<file path="config.mk">
export PLATFORM = sky130hd
export DESIGN_NAME = vending_machine
export DESIGN_NICKNAME = d
export VERILOG_FILES = /design/src/logic/vm_pkg.sv /design/src/logic/change_maker.sv /design/src/logic/coin_bank.sv /design/src/logic/price_table.sv /design/src/logic/report_serializer.sv /design/src/logic/sales_tally.sv /design/src/logic/vending_machine.sv /design/src/logic/vm_control.sv
export VERILOG_INCLUDE_DIRS = /design/src /design/src/logic
export SDC_FILE = /design/constraint.sdc
export NUM_CORES = 1
export LEC_CHECK = 0
export ABC_AREA = 1
export BUFFER_PORTS_ARGS = -buffer_cell sky130_fd_sc_hd__buf_2
export CAP_MARGIN = 20
export CORE_MARGIN = 2
export CORE_UTILIZATION = 52
export DETAILED_ROUTE_END_ITERATION = 6
export PLACE_DENSITY = 0.69
export SYNTH_ARGS = -nofsm -noshare
export SYNTH_HDL_FRONTEND = slang
export SYNTH_SLANG_ARGS = --single-unit
</file>
<file path="constraint.sdc">
create_clock -name clk -period 14.58 [get_ports clk]
set_clock_uncertainty 0.05 [all_clocks]
set_input_delay 2.187 -clock clk [delete_from_list [all_inputs] [get_ports clk]]
set_output_delay 2.187 -clock clk [all_outputs]
set_load 0.01 [all_outputs]
</file>
<file path="src/logic/vm_settings.svh">
// widths, item count and coin set of the vending machine, included by the package and RTL
`ifndef VM_SETTINGS_SVH
`define VM_SETTINGS_SVH

// item set
`define VM_ITEMS        6
`define VM_ITEM_W       3
`define VM_PRICE_W      5

// credit and coin input
`define VM_BAL_W        9
`define VM_COIN_W       6

// report burst
`define VM_COUNT_W      4
`define VM_SELL_W       6
`define VM_REPORT_BEATS 6

// change denominations, largest first
`define VM_COIN_A       50
`define VM_COIN_B       20
`define VM_COIN_C       10
`define VM_COIN_D       5
`define VM_COIN_E       1

// command sample to first report beat
`define VM_SETTLE_LAT   3

`endif

</file>
<file path="src/logic/vm_pkg.sv">
// shared datapath types and controller states, imported by every vending machine block
`include "vm_settings.svh"

package vm_pkg;

	typedef logic [`VM_PRICE_W-1:0] price_t;
	typedef logic [`VM_BAL_W-1:0]   balance_t;

	// 0 is no item, 1 to 6 pick an item
	typedef logic [`VM_ITEM_W-1:0]  item_t;

	typedef logic [`VM_COUNT_W-1:0] count_t;
	typedef logic [`VM_SELL_W-1:0]  sell_t;

	// [0] counts 50s down to [4] counting 1s
	typedef count_t [4:0] coin_counts_t;

	typedef enum logic [1:0] {
		IDLE,
		LOAD,
		SETTLE,
		REPORT
	} vm_state_t;

endpackage

</file>
<file path="src/logic/change_maker.sv">
// greedy split of the change amount into 50, 20, 10, 5 and 1 coins, latched on settle
`timescale 1ns/100ps
`include "vm_settings.svh"

module change_maker (
	input  logic                 clk,
	input  logic                 rst_n,
	input  logic                 settle,
	input  vm_pkg::balance_t     change_amt,
	output vm_pkg::coin_counts_t coin_counts
);
	import vm_pkg::*;

	localparam balance_t DENOM [5] = '{
		`VM_COIN_A,
		`VM_COIN_B,
		`VM_COIN_C,
		`VM_COIN_D,
		`VM_COIN_E
	};

	// largest coin first, remainder moves down the list
	function automatic coin_counts_t split_change(input balance_t amt);
		balance_t     rem;
		coin_counts_t cnt;
		rem = amt;
		for (int k = 0; k < $size(DENOM); k++) begin
			cnt[k] = count_t'(rem / DENOM[k]);
			rem    = rem % DENOM[k];
		end
		return cnt;
	endfunction

	always_ff @(posedge clk or negedge rst_n) begin
		if (!rst_n)
			coin_counts <= '0;
		else if (settle)
			coin_counts <= split_change(change_amt);
	end

endmodule

</file>
<file path="src/logic/coin_bank.sv">
// credit register, adds coins and settles a buy or return, and offers the change amount
`timescale 1ns/100ps

module coin_bank (
	input  logic             clk,
	input  logic             rst_n,
	input  logic             coin_add,
	input  vm_pkg::balance_t in_coin,
	input  logic             settle,
	input  vm_pkg::item_t    cmd_item,
	input  vm_pkg::price_t   sel_price,
	output vm_pkg::balance_t balance,
	output logic             paid,
	output vm_pkg::balance_t change_amt
);
	import vm_pkg::*;

	balance_t price_ext;
	logic     is_return;
	logic     afford;

	assign price_ext = balance_t'(sel_price);
	assign is_return = (cmd_item == '0);
	assign afford    = !is_return && (balance >= price_ext);

	// only meaningful while settle is high
	always_comb begin
		if (is_return)
			change_amt = balance;
		else if (afford)
			change_amt = balance - price_ext;
		else
			change_amt = '0;
	end

	always_ff @(posedge clk or negedge rst_n) begin
		if (!rst_n) begin
			balance <= '0;
			paid    <= 1'b0;
		end else begin
			paid <= settle && afford;
			if (coin_add)
				balance <= balance + in_coin;
			else if (settle && (is_return || afford))
				balance <= '0;
			// unpaid buy keeps the credit
		end
	end

endmodule

</file>
<file path="src/logic/price_table.sv">
// six item prices, filled in order by the load burst and read back by item code
`timescale 1ns/100ps
`include "vm_settings.svh"

module price_table (
	input  logic           clk,
	input  logic           rst_n,
	input  logic           load_en,
	input  vm_pkg::price_t in_item_price,
	input  vm_pkg::item_t  cmd_item,
	output vm_pkg::price_t sel_price
);
	import vm_pkg::*;

	price_t prices [`VM_ITEMS];
	item_t  load_idx;

	always_ff @(posedge clk or negedge rst_n) begin
		if (!rst_n) begin
			load_idx <= '0;
			for (int i = 0; i < `VM_ITEMS; i++)
				prices[i] <= '0;
		end else if (load_en) begin
			load_idx <= load_idx + 1'b1;
			// extra beats past item 6 are dropped
			if (load_idx < item_t'(`VM_ITEMS))
				prices[load_idx] <= in_item_price;
		end else begin
			load_idx <= '0;
		end
	end

	// code 0 reads as free
	always_comb begin
		sel_price = '0;
		if ((cmd_item != '0) && (cmd_item <= item_t'(`VM_ITEMS)))
			sel_price = prices[cmd_item - 1'b1];
	end

endmodule

</file>
<file path="src/logic/report_serializer.sv">
// six-beat result burst: dispensed item and change counts on out_consumer, sales per beat
`timescale 1ns/100ps
`include "vm_settings.svh"

module report_serializer (
	input  logic                          clk,
	input  logic                          rst_n,
	input  logic                          report_start,
	input  logic                          paid,
	input  vm_pkg::item_t                 cmd_item,
	input  vm_pkg::coin_counts_t          coin_counts,
	input  vm_pkg::sell_t [`VM_ITEMS-1:0] sell_counts,
	output logic                          out_valid,
	output vm_pkg::count_t                out_consumer,
	output vm_pkg::sell_t                 out_sell_num,
	output logic                          report_busy
);
	import vm_pkg::*;

	localparam int BEAT_W = $clog2(`VM_REPORT_BEATS);

	logic              active;
	logic              sold;
	logic [BEAT_W-1:0] beat;

	// ------------------------------
	// beat counter
	// ------------------------------
	always_ff @(posedge clk or negedge rst_n) begin
		if (!rst_n) begin
			active <= 1'b0;
			sold   <= 1'b0;
			beat   <= '0;
		end else if (report_start) begin
			// paid pulses alongside report_start
			active <= 1'b1;
			sold   <= paid;
			beat   <= '0;
		end else if (active) begin
			if (beat == BEAT_W'(`VM_REPORT_BEATS - 1)) begin
				active <= 1'b0;
				beat   <= '0;
			end else begin
				beat <= beat + 1'b1;
			end
		end
	end

	assign out_valid   = active;
	assign report_busy = active;

	// ------------------------------
	// beat data
	// ------------------------------
	always_comb begin
		out_consumer = '0;
		out_sell_num = '0;
		if (active) begin
			if (beat == '0)
				out_consumer = sold ? count_t'(cmd_item) : '0;
			else
				out_consumer = coin_counts[beat - 1'b1];
			// beat j carries item j+1
			out_sell_num = sell_counts[beat];
		end
	end

endmodule

</file>
<file path="src/logic/sales_tally.sv">
// per-item sales counters, cleared by a price load and bumped once per paid purchase
`timescale 1ns/100ps
`include "vm_settings.svh"

module sales_tally (
	input  logic                          clk,
	input  logic                          rst_n,
	input  logic                          load_en,
	input  logic                          settle,
	input  logic                          paid,
	input  vm_pkg::item_t                 cmd_item,
	output vm_pkg::sell_t [`VM_ITEMS-1:0] sell_counts
);
	import vm_pkg::*;

	item_t sold_item;
	logic  bump;

	// item is captured at settle, the bump follows with paid
	assign bump = paid && (sold_item != '0) && (sold_item <= item_t'(`VM_ITEMS));

	always_ff @(posedge clk or negedge rst_n) begin
		if (!rst_n) begin
			sold_item   <= '0;
			sell_counts <= '0;
		end else begin
			if (settle)
				sold_item <= cmd_item;
			if (load_en)
				sell_counts <= '0;
			else if (bump)
				sell_counts[sold_item - 1'b1] <= sell_counts[sold_item - 1'b1] + 1'b1;
		end
	end

endmodule

</file>
<file path="src/logic/vending_machine.sv">
// vending machine top, ties the controller to the price, credit, change, sales and report blocks
`timescale 1ns/100ps
`include "vm_settings.svh"

module vending_machine (
	input  logic                  clk,
	input  logic                  rst_n,
	input  logic                  in_item_valid,
	input  logic                  in_coin_valid,
	input  logic [`VM_COIN_W-1:0] in_coin,
	input  logic                  in_rtn_coin,
	input  vm_pkg::item_t         in_buy_item,
	input  vm_pkg::price_t        in_item_price,
	output vm_pkg::balance_t      out_monitor,
	output logic                  out_valid,
	output vm_pkg::count_t        out_consumer,
	output vm_pkg::sell_t         out_sell_num
);
	import vm_pkg::*;

	logic                  load_en;
	logic                  coin_add;
	logic                  settle;
	logic                  report_start;
	logic                  report_busy;
	logic                  paid;
	item_t                 cmd_item;
	price_t                sel_price;
	balance_t              change_amt;
	coin_counts_t          coin_counts;
	sell_t [`VM_ITEMS-1:0] sell_counts;

	vm_control u_control (
		.clk           (clk),
		.rst_n         (rst_n),
		.in_item_valid (in_item_valid),
		.in_coin_valid (in_coin_valid),
		.in_buy_item   (in_buy_item),
		.in_rtn_coin   (in_rtn_coin),
		.report_busy   (report_busy),
		.load_en       (load_en),
		.coin_add      (coin_add),
		.settle        (settle),
		.report_start  (report_start),
		.cmd_item      (cmd_item)
	);

	price_table u_prices (
		.clk           (clk),
		.rst_n         (rst_n),
		.load_en       (load_en),
		.in_item_price (in_item_price),
		.cmd_item      (cmd_item),
		.sel_price     (sel_price)
	);

	// balance is the monitor output itself
	coin_bank u_bank (
		.clk        (clk),
		.rst_n      (rst_n),
		.coin_add   (coin_add),
		.in_coin    (balance_t'(in_coin)),
		.settle     (settle),
		.cmd_item   (cmd_item),
		.sel_price  (sel_price),
		.balance    (out_monitor),
		.paid       (paid),
		.change_amt (change_amt)
	);

	change_maker u_change (
		.clk         (clk),
		.rst_n       (rst_n),
		.settle      (settle),
		.change_amt  (change_amt),
		.coin_counts (coin_counts)
	);

	sales_tally u_sales (
		.clk         (clk),
		.rst_n       (rst_n),
		.load_en     (load_en),
		.settle      (settle),
		.paid        (paid),
		.cmd_item    (cmd_item),
		.sell_counts (sell_counts)
	);

	report_serializer u_report (
		.clk          (clk),
		.rst_n        (rst_n),
		.report_start (report_start),
		.paid         (paid),
		.cmd_item     (cmd_item),
		.coin_counts  (coin_counts),
		.sell_counts  (sell_counts),
		.out_valid    (out_valid),
		.out_consumer (out_consumer),
		.out_sell_num (out_sell_num),
		.report_busy  (report_busy)
	);

endmodule

</file>
<file path="src/logic/vm_control.sv">
// transaction FSM, decides which inputs are honored and strobes the datapath through a settle
`timescale 1ns/100ps
`include "vm_settings.svh"

module vm_control (
	input  logic          clk,
	input  logic          rst_n,
	input  logic          in_item_valid,
	input  logic          in_coin_valid,
	input  vm_pkg::item_t in_buy_item,
	input  logic          in_rtn_coin,
	input  logic          report_busy,
	output logic          load_en,
	output logic          coin_add,
	output logic          settle,
	output logic          report_start,
	output vm_pkg::item_t cmd_item
);
	import vm_pkg::*;

	localparam int LAT_W = $clog2(`VM_SETTLE_LAT);

	vm_state_t        state;
	vm_state_t        state_nxt;
	logic [LAT_W-1:0] lat_cnt;
	logic             buy_ok;
	logic             cmd_take;

	// ------------------------------
	// input qualification
	// ------------------------------

	// codes past the last item are not a purchase
	assign buy_ok   = (in_buy_item != '0) && (in_buy_item <= item_t'(`VM_ITEMS));
	assign cmd_take = (state == IDLE) && !in_coin_valid && (in_rtn_coin || buy_ok);
	assign coin_add = (state == IDLE) && in_coin_valid;

	// settle one cycle after the command, report start right before the burst
	assign settle       = (state == SETTLE) && (lat_cnt == LAT_W'(`VM_SETTLE_LAT - 2));
	assign report_start = (state == SETTLE) && (lat_cnt == LAT_W'(`VM_SETTLE_LAT - 1));

	// ------------------------------
	// next state
	// ------------------------------
	always_comb begin
		state_nxt = state;
		load_en   = 1'b0;
		case (state)
			IDLE: begin
				if (cmd_take) begin
					state_nxt = SETTLE;
				end else if (in_item_valid && !in_coin_valid) begin
					state_nxt = LOAD;
					load_en   = 1'b1;
				end
			end
			LOAD: begin
				load_en = in_item_valid;
				if (!in_item_valid)
					state_nxt = IDLE;
			end
			SETTLE: begin
				if (report_start)
					state_nxt = REPORT;
			end
			REPORT: begin
				// hold off new work until the burst is out
				if (!report_busy)
					state_nxt = IDLE;
			end
			default: state_nxt = IDLE;
		endcase
	end

	always_ff @(posedge clk or negedge rst_n) begin
		if (!rst_n) begin
			state    <= IDLE;
			lat_cnt  <= '0;
			cmd_item <= '0;
		end else begin
			state <= state_nxt;
			if (state == SETTLE)
				lat_cnt <= lat_cnt + 1'b1;
			else
				lat_cnt <= '0;
			// return wins over a buy in the same cycle
			if (cmd_take)
				cmd_item <= in_rtn_coin ? '0 : in_buy_item;
		end
	end

endmodule

</file>
; After elaboration in Yosys (flattened, before gate mapping)
; Cells that the tools add are included.
[word_totals]
out_inout_bits = 20
reg_bits = 114
word_cells = 142
input_bits = 19
[classes]
order_cmp = 12
n_mux = 44
reduce_logical = 30
div_mod_pow = 8
n_bitwise = 2
n_addsub = 9
eq_ne = 10
[op_table]
columns = operator, count
row1 = 36-bit two-way mux, 2
row2 = 6-bit binary-select mux with 3-bit select, 2
row3 = 36-bit bitwise mux, 1
row4 = 9-bit two-way mux, 4
row5 = 30-bit bitwise mux, 1
row6 = 6-bit two-way mux, 4
row7 = 5-bit two-way mux, 4
row8 = 6-bit demux with 3-bit select, 1
row9 = 3-bit two-way mux, 6
row10 = 5-bit binary-select mux with 3-bit select, 1
row11 = 5-bit demux with 3-bit select, 1
row12 = 1-bit logical AND, 15
row13 = 4-bit binary-select mux with 3-bit select, 1
row14 = 3-bit by 4-bit < comparator with 1-bit output (second input constant), 3
row15 = 2-bit two-way mux, 6
row16 = 4-bit two-way mux, 3
row17 = 9-bit by 6-bit adder with 9-bit output, 1
row18 = 9-bit by 3-bit divider with 9-bit output (second input constant), 1
row19 = 9-bit by 4-bit divider with 9-bit output (second input constant), 1
row20 = 9-bit by 5-bit divider with 9-bit output (second input constant), 1
row21 = 9-bit by 6-bit divider with 9-bit output (second input constant), 1
row22 = 9-bit by 5-bit greater-or-equal comparator with 1-bit output, 1
row23 = 3-bit <= comparator (second input constant), 3
row24 = 9-bit by 3-bit remainder unit with 9-bit output (second input constant), 1
row25 = 29 further kinds, 50

; Logic depth before layout (Yosys ltp)
[depth]
word_depth = 14
ltp_mapped = 109
mapped_depth_nobuf = 107

; Modules after synthesis
; From an unflattened synthesis, not the netlist that was laid out.
[unflattened]
cells_unflattened = 1317
hier_area_um2 = 9176.3
[modules_own_cells]
columns = mod, seq_area_each_um2, area_each_um2, instances, cells_each
row1 = change_maker, 500.5, 2737.6, 1, 429
row2 = sales_tally, 975.9, 2223.4, 1, 287
row3 = price_table, 825.8, 1661.6, 1, 208
row4 = coin_bank, 250.2, 1206.2, 1, 173
row5 = report_serializer, 125.1, 889.6, 1, 159
row6 = vm_control, 175.2, 454.2, 1, 60
row7 = vending_machine, 0.0, 3.8, 1, 1

; Least setup slack after synthesis
; No wires, ideal clock.
[synth_timing]
kind = register to register
start = reg u_control.cmd_item[0]
end = reg u_change.coin_counts[18] (netlist bit)
synth_period_minus_slack_ns = 10.669
setup_ns = 0.116
n_path_buf = 2
path_slack_ns = 3.911
stages_incl_launch_ff = 99
t_arrival_ns = 10.503
t_required_ns = 14.414
path_cell_list = dfrtp_1 > clkbuf_1 > clkinv_1 > clkbuf_1 > ha_1 > xnor2_1 > inv_1 > o31ai_1 > nand2_1 > ha_1 > nand2_4 > inv_2 > nand2_1 > nand2_2 > nor2_4 > nand2_1 > nand3_1 > nand2_2 > [63 not listed] > nand3_1 > nand2_4 > inv_1 > ha_1 > inv_1 > nand2_1 > nand2_1 > inv_1 > nand2_2 > nand2_2 > nor2_4 > nand2_2 > nor2_4 > nand2_2 > nand2_1 > nand2_1 > nand2_1 > nand2_1
[synth_between]
elab_chain_cells = 14
word_cells_on_any_way = 20
cone_classes = add/sub (2) / div (4) / order compare (2) / mux (6) / bitwise (1) / reduce/logical (5)
[synth_rtl]
columns = item, line
row1 = "start, declared", vm_control.sv:17  ; output vm_pkg::item_t cmd_item
row2 = "start signal, assigned", vm_control.sv:88  ; cmd_item <= in_rtn_coin ? '0 : in_buy_item;
row3 = 3-bit by 1-bit subtractor with 3-bit output, price_table.sv:37  ; sel_price = prices[cmd_item - 1'b1];
row4 = 3-bit NOT with 4-bit output (implied by the code), price_table.sv:37
row5 = 5-bit binary-select mux with 3-bit select, price_table.sv:37
row6 = 5-bit two-way mux (implied by the code) (2 in a row), price_table.sv:37
row7 = 5-bit two-way mux, price_table.sv:36  ; if ((cmd_item != '0) && (cmd_item <= item_t'(`VM_ITEMS)))
row8 = 9-bit by 5-bit greater-or-equal comparator with 1-bit output, coin_bank.sv:24  ; assign afford = !is_return && (balance >= price_ext);
row9 = 1-bit logical AND, coin_bank.sv:24
row10 = 9-bit two-way mux, coin_bank.sv:30  ; else if (afford)
row11 = 9-bit two-way mux (*), coin_bank.sv:28  ; if (is_return)
row12 = 9-bit by 6-bit remainder unit with 9-bit output (*), change_maker.sv:29  ; rem = rem % DENOM[k];
row13 = 9-bit by 5-bit remainder unit with 9-bit output (*), change_maker.sv:29
row14 = 9-bit by 4-bit remainder unit with 9-bit output (*), change_maker.sv:29
row15 = 9-bit by 3-bit remainder unit with 9-bit output (*), change_maker.sv:29
row16 = "end signal, assigned", change_maker.sv:38  ; coin_counts <= split_change(change_amt);
row17 = "end, declared", change_maker.sv:10  ; output vm_pkg::coin_counts_t coin_counts
; Mark *: on every way between the ends. The rest lies on a longest branch, timed or not. The select of a mux whose other input is x is not followed.
; A chain may end at the register's enable or synchronous reset.

; Worst setup path after layout
; Ends and elaborated chain as after synthesis.

==> impl_results.rst <==
.. list-table::
   :header-rows: 1

   * - Metric
     - Value
   * - Final TNS setup
     - 0 ps
   * - CP bufs+invs
     - 14
   * - Antenna-violating nets left
     - 0
   * - Critical path's top delay family
     - simple AND/OR/NAND/NOR gates
   * - Largest net degree at the start of global routing
     - 59
   * - Source-to-sink clock delay at the later pin of the worst-skew pair
     - 420 ps
   * - Transition time at the pin with the least slew margin
     - between 800 and 900 ps
   * - Via count of the first global-routing pass
     - 7,491
   * - Setup bufs post-CTS
     - 0
   * - Most instantiated cells after synthesis
     - sky130_fd_sc_hd__nand2_1 (285), sky130_fd_sc_hd__inv_1 (152), sky130_fd_sc_hd__dfrtp_1 (114)
   * - Leading register cell type out of synthesis
     - sky130_fd_sc_hd__dfrtp_1
   * - Largest stage delay, worst path
     - about 660 ps
   * - Sum of overflow across all layers after global routing
     - 0
   * - Initial standard-cell utilization of the core
     - 0.525
   * - Port bufs
     - 38
   * - # setup viols final
     - 0
   * - Dpl ws
     - 2270 ps
   * - Final-layout fill cell count
     - approximately 1,600
   * - Half-perimeter wire length of the detailed placement result
     - ~16,000 um
   * - Clk pin slew, worst setup/hold paths
     - 50 ps
   * - DR vias
     - 8,032
   * - Post-Synthesis Cells
     - 1,223
   * - Post-route design area
     - 0.0101 mm^2
   * - Combined area of all synthesized cells
     - 0.00898 mm^2
   * - Status
     - complete, no violations
   * - Max-Slew Margin vs Limit
     - 0.449
   * - Worst Setup End Kind
     - flop
   * - Number of optimization iterations in the first detailed-route pass
     - 5
   * - Total CTS buffers
     - 17
   * - Launch point of the worst path
     - u_control.cmd_item[0]$_DFFE_PN0P_
   * - Max Freq
     - just over 0.08 GHz
   * - Final min period
     - 12,320 ps
   * - Beginning of the worst register-to-register path
     - u_control.cmd_item[0]$_DFFE_PN0P_
   * - Worst Path Class, Setup
     - flop to flop
   * - Unrepaired setup endpoints after global routing
     - false
   * - Iteration-0 DRC count of the detailed router
     - roughly 590
   * - Critical path's slowest cell
     - sky130_fd_sc_hd__dfrtp_1
   * - First-pass GRT wire length
     - 35,900 um
   * - Area overhead of the layout relative to synthesis
     - 12.1%
   * - # nets final
     - 1,328
   * - Cell row count
     - 48
   * - Startpoint of the tightest hold check path
     - u_control.lat_cnt[0]$_DFF_PN0_
   * - Final hold violation count
     - 0
   * - Clock tree root driver cell
     - sky130_fd_sc_hd__clkbuf_16
   * - Clock tree buffer depth
     - 2
   * - Total number of H-tree levels
     - 4
   * - Area taken by flip-flops and latches
     - between 0.002 and 0.003 mm^2
   * - Clock tree from TritonCTS
     - yes
   * - Number of register bits inferred by synthesis
     - 114
   * - Die Y-Extent
     - 135 um
   * - Most numerous cell in the Yosys netlist
     - sky130_fd_sc_hd__nand2_1
   * - Final routed DRC violation total
     - 0
   * - Core ar.
     - 0.0171 mm^2
   * - Share of synthesized area occupied by flip-flops and latches
     - 0.318
   * - Number of flops mapped to enable cells by yosys
     - 0
   * - Number of distinct library cells after synthesis
     - 62
   * - Syn_area_per_cell
     - 7.35 um^2
   * - Synth top area cells
     - sky130_fd_sc_hd__dfrtp_1 (32%), sky130_fd_sc_hd__nand2_1 (12%), sky130_fd_sc_hd__inv_1 (6.4%), sky130_fd_sc_hd__ha_1 (6.0%), sky130_fd_sc_hd__o21ai_0 (5.5%)
   * - Async set-reset flop share out of synthesis
     - 1.00
   * - Die Outline Area
     - 0.0183 mm^2
   * - Portion of synthesized cell area occupied by the leading cell type
     - 0.318
   * - Max-capacitance violation count
     - 0
   * - DRT Wirelength
     - between 20,000 and 25,000 um
   * - RD Place Congestion
     - 0.885
   * - Worst-path fanout max
     - 20
   * - Critical path's most frequent cell
     - sky130_fd_sc_hd__nand2_2
   * - Worst min-delay path class
     - flop to flop
   * - Resized cells post-CTS
     - 0
   * - Area of the multi-input gates
     - 0.00533 mm^2
   * - YS warnings
     - 0
   * - Cts-stage hold buffer count
     - 0
   * - Ratio of cells with drive above 1 in the final layout
     - 0.190
   * - Final routed wire length divided by cell count
     - ~14 um
   * - Share of the clock period used by the worst path after layout
     - 0.845
   * - Required time at the endpoint of the critical path
     - 14,840 ps
   * - Antenna violations before repair
     - 1
   * - Setup crit start kind
     - flop
   * - Most area-hungry cell type in the Yosys netlist
     - sky130_fd_sc_hd__dfrtp_1
   * - Floorplan die width
     - 135 um
   * - Via density
     - 5.34
   * - Worst Setup Slack, final
     - 2260 ps
   * - Boundary Pins
     - 39
   * - Area after DPL
     - 0.00940 mm^2
   * - Data arrival at the endpoint of the critical path
     - 12,580 ps
   * - GRT Util Overall
     - 0.243
   * - Max-slew violation count
     - 0
   * - Net count after synthesis
     - 1,287
   * - CTS Sinks
     - ~110
==> sequential cells by signal, indices dropped and copies added, names as in the netlist <==
signal                count
u_bank.paid               1
u_sales.sell_counts      36
u_report.beat             3
u_change.coin_counts     20
u_control.cmd_item        3
u_prices.load_idx         3
u_control.lat_cnt         2
u_sales.sold_item         3
u_report.sold             1
u_prices.prices          30
u_report.out_valid        1
u_control.state           2
u_bank.balance            9
==> final cells by class <==
class | count | area share
antenna | 1 | 0.000248
clock buffer | 22 | 0.0471
clock inverter | 10 | 0.0201
inverter | 183 | 0.0708
multi-input combinational | 907 | 0.529
sequential | 114 | 0.283
tap | 225 | 0.0279
timing repair buffer | 41 | 0.0214
==> placed cells by master, fill, tap and decap left out, types with 3 or more instances in the layout <==
cell,n
sky130_fd_sc_hd__inv_1,152
sky130_fd_sc_hd__nand3b_1,4
sky130_fd_sc_hd__nor2_1,67
sky130_fd_sc_hd__o21ai_1,5
sky130_fd_sc_hd__clkinv_1,7
sky130_fd_sc_hd__xor2_1,8
sky130_fd_sc_hd__nor2_2,9
sky130_fd_sc_hd__nand4_1,13
sky130_fd_sc_hd__nand3_2,18
sky130_fd_sc_hd__a31oi_1,5
sky130_fd_sc_hd__bufinv_16,6
sky130_fd_sc_hd__dfrtp_1,114
sky130_fd_sc_hd__clkbuf_16,17
sky130_fd_sc_hd__inv_2,19
sky130_fd_sc_hd__buf_2,37
sky130_fd_sc_hd__nor2_4,10
sky130_fd_sc_hd__nand2_2,52
sky130_fd_sc_hd__clkbuf_8,3
sky130_fd_sc_hd__o21ai_2,6
sky130_fd_sc_hd__nand2_1,285
sky130_fd_sc_hd__ha_1,43
sky130_fd_sc_hd__nand3_4,6
sky130_fd_sc_hd__nand2_4,26
sky130_fd_sc_hd__a21oi_2,4
sky130_fd_sc_hd__buf_4,4
sky130_fd_sc_hd__a32o_1,6
sky130_fd_sc_hd__nor3_1,15
sky130_fd_sc_hd__o211ai_1,7
sky130_fd_sc_hd__nand3_1,86
sky130_fd_sc_hd__o22ai_1,41
sky130_fd_sc_hd__xnor2_1,6
sky130_fd_sc_hd__a21oi_1,48
sky130_fd_sc_hd__o21ai_0,99
sky130_fd_sc_hd__clkinv_2,5
==> metal layers <==
layer  global-route usage  part of all wire  vias up
li1                     -                 -     4126
met1                0.345              0.49     3706
met2                0.382              0.45      170
met3               0.0456             0.045       30
met4               0.0648             0.015        0
met5                    0                 0        -
==> path summary, 6_finish.rpt <==
| path | endpoint | slack [ps] | cells past startpoint |
|---|---|---|---|
| worst max-delay path | u_change.coin_counts[18]$_DFFE_PN0P_ | 2260 | 91 |
| worst min-delay path | u_control.lat_cnt[0]$_DFF_PN0_ | 420 | 1 |
| worst max register to register | u_change.coin_counts[18]$_DFFE_PN0P_ | 2260 | 91 |
| worst min register to register | u_control.lat_cnt[0]$_DFF_PN0_ | 420 | 1 |
| max in group asynchronous | u_control.cmd_item[2]$_DFFE_PN0P_ | 11450 | 2 |
| min in group asynchronous | u_prices.prices[18]$_DFFE_PN0P_ | 1790 | 1 |
==> stage by stage <==
| stage | std cells | hold slack (ps) | util |
|---|---|---|---|
| 3_5_place_dp | 1470 | 404 | 0.549 |
| 3_3_place_gp | 1470 | 400 | 0.549 |
| 2_1_floorplan | 1223 | 382 | - |
| 4_1_cts | 1502 | 421 | 0.588 |
| 5_1_grt | 1502 | 451 | 0.588 |
| 6_report | 1503 | 418 | 0.589 |
==> cell families after synthesis <==
family	after synthesis	share of synthesized area
buffers and inverters	202	0.0890
AO/OA/AOI/OAI	247	0.168
XOR/XNOR	16	0.0173
flip-flops	114	0.318
AND/OR/NAND/NOR	599	0.344
adder cells (fa/ha/maj)	45	0.0643
Power is left out: the tool's default activity adds up to more than one toggle a clock period on the data nets, which glitch-free logic cannot reach.
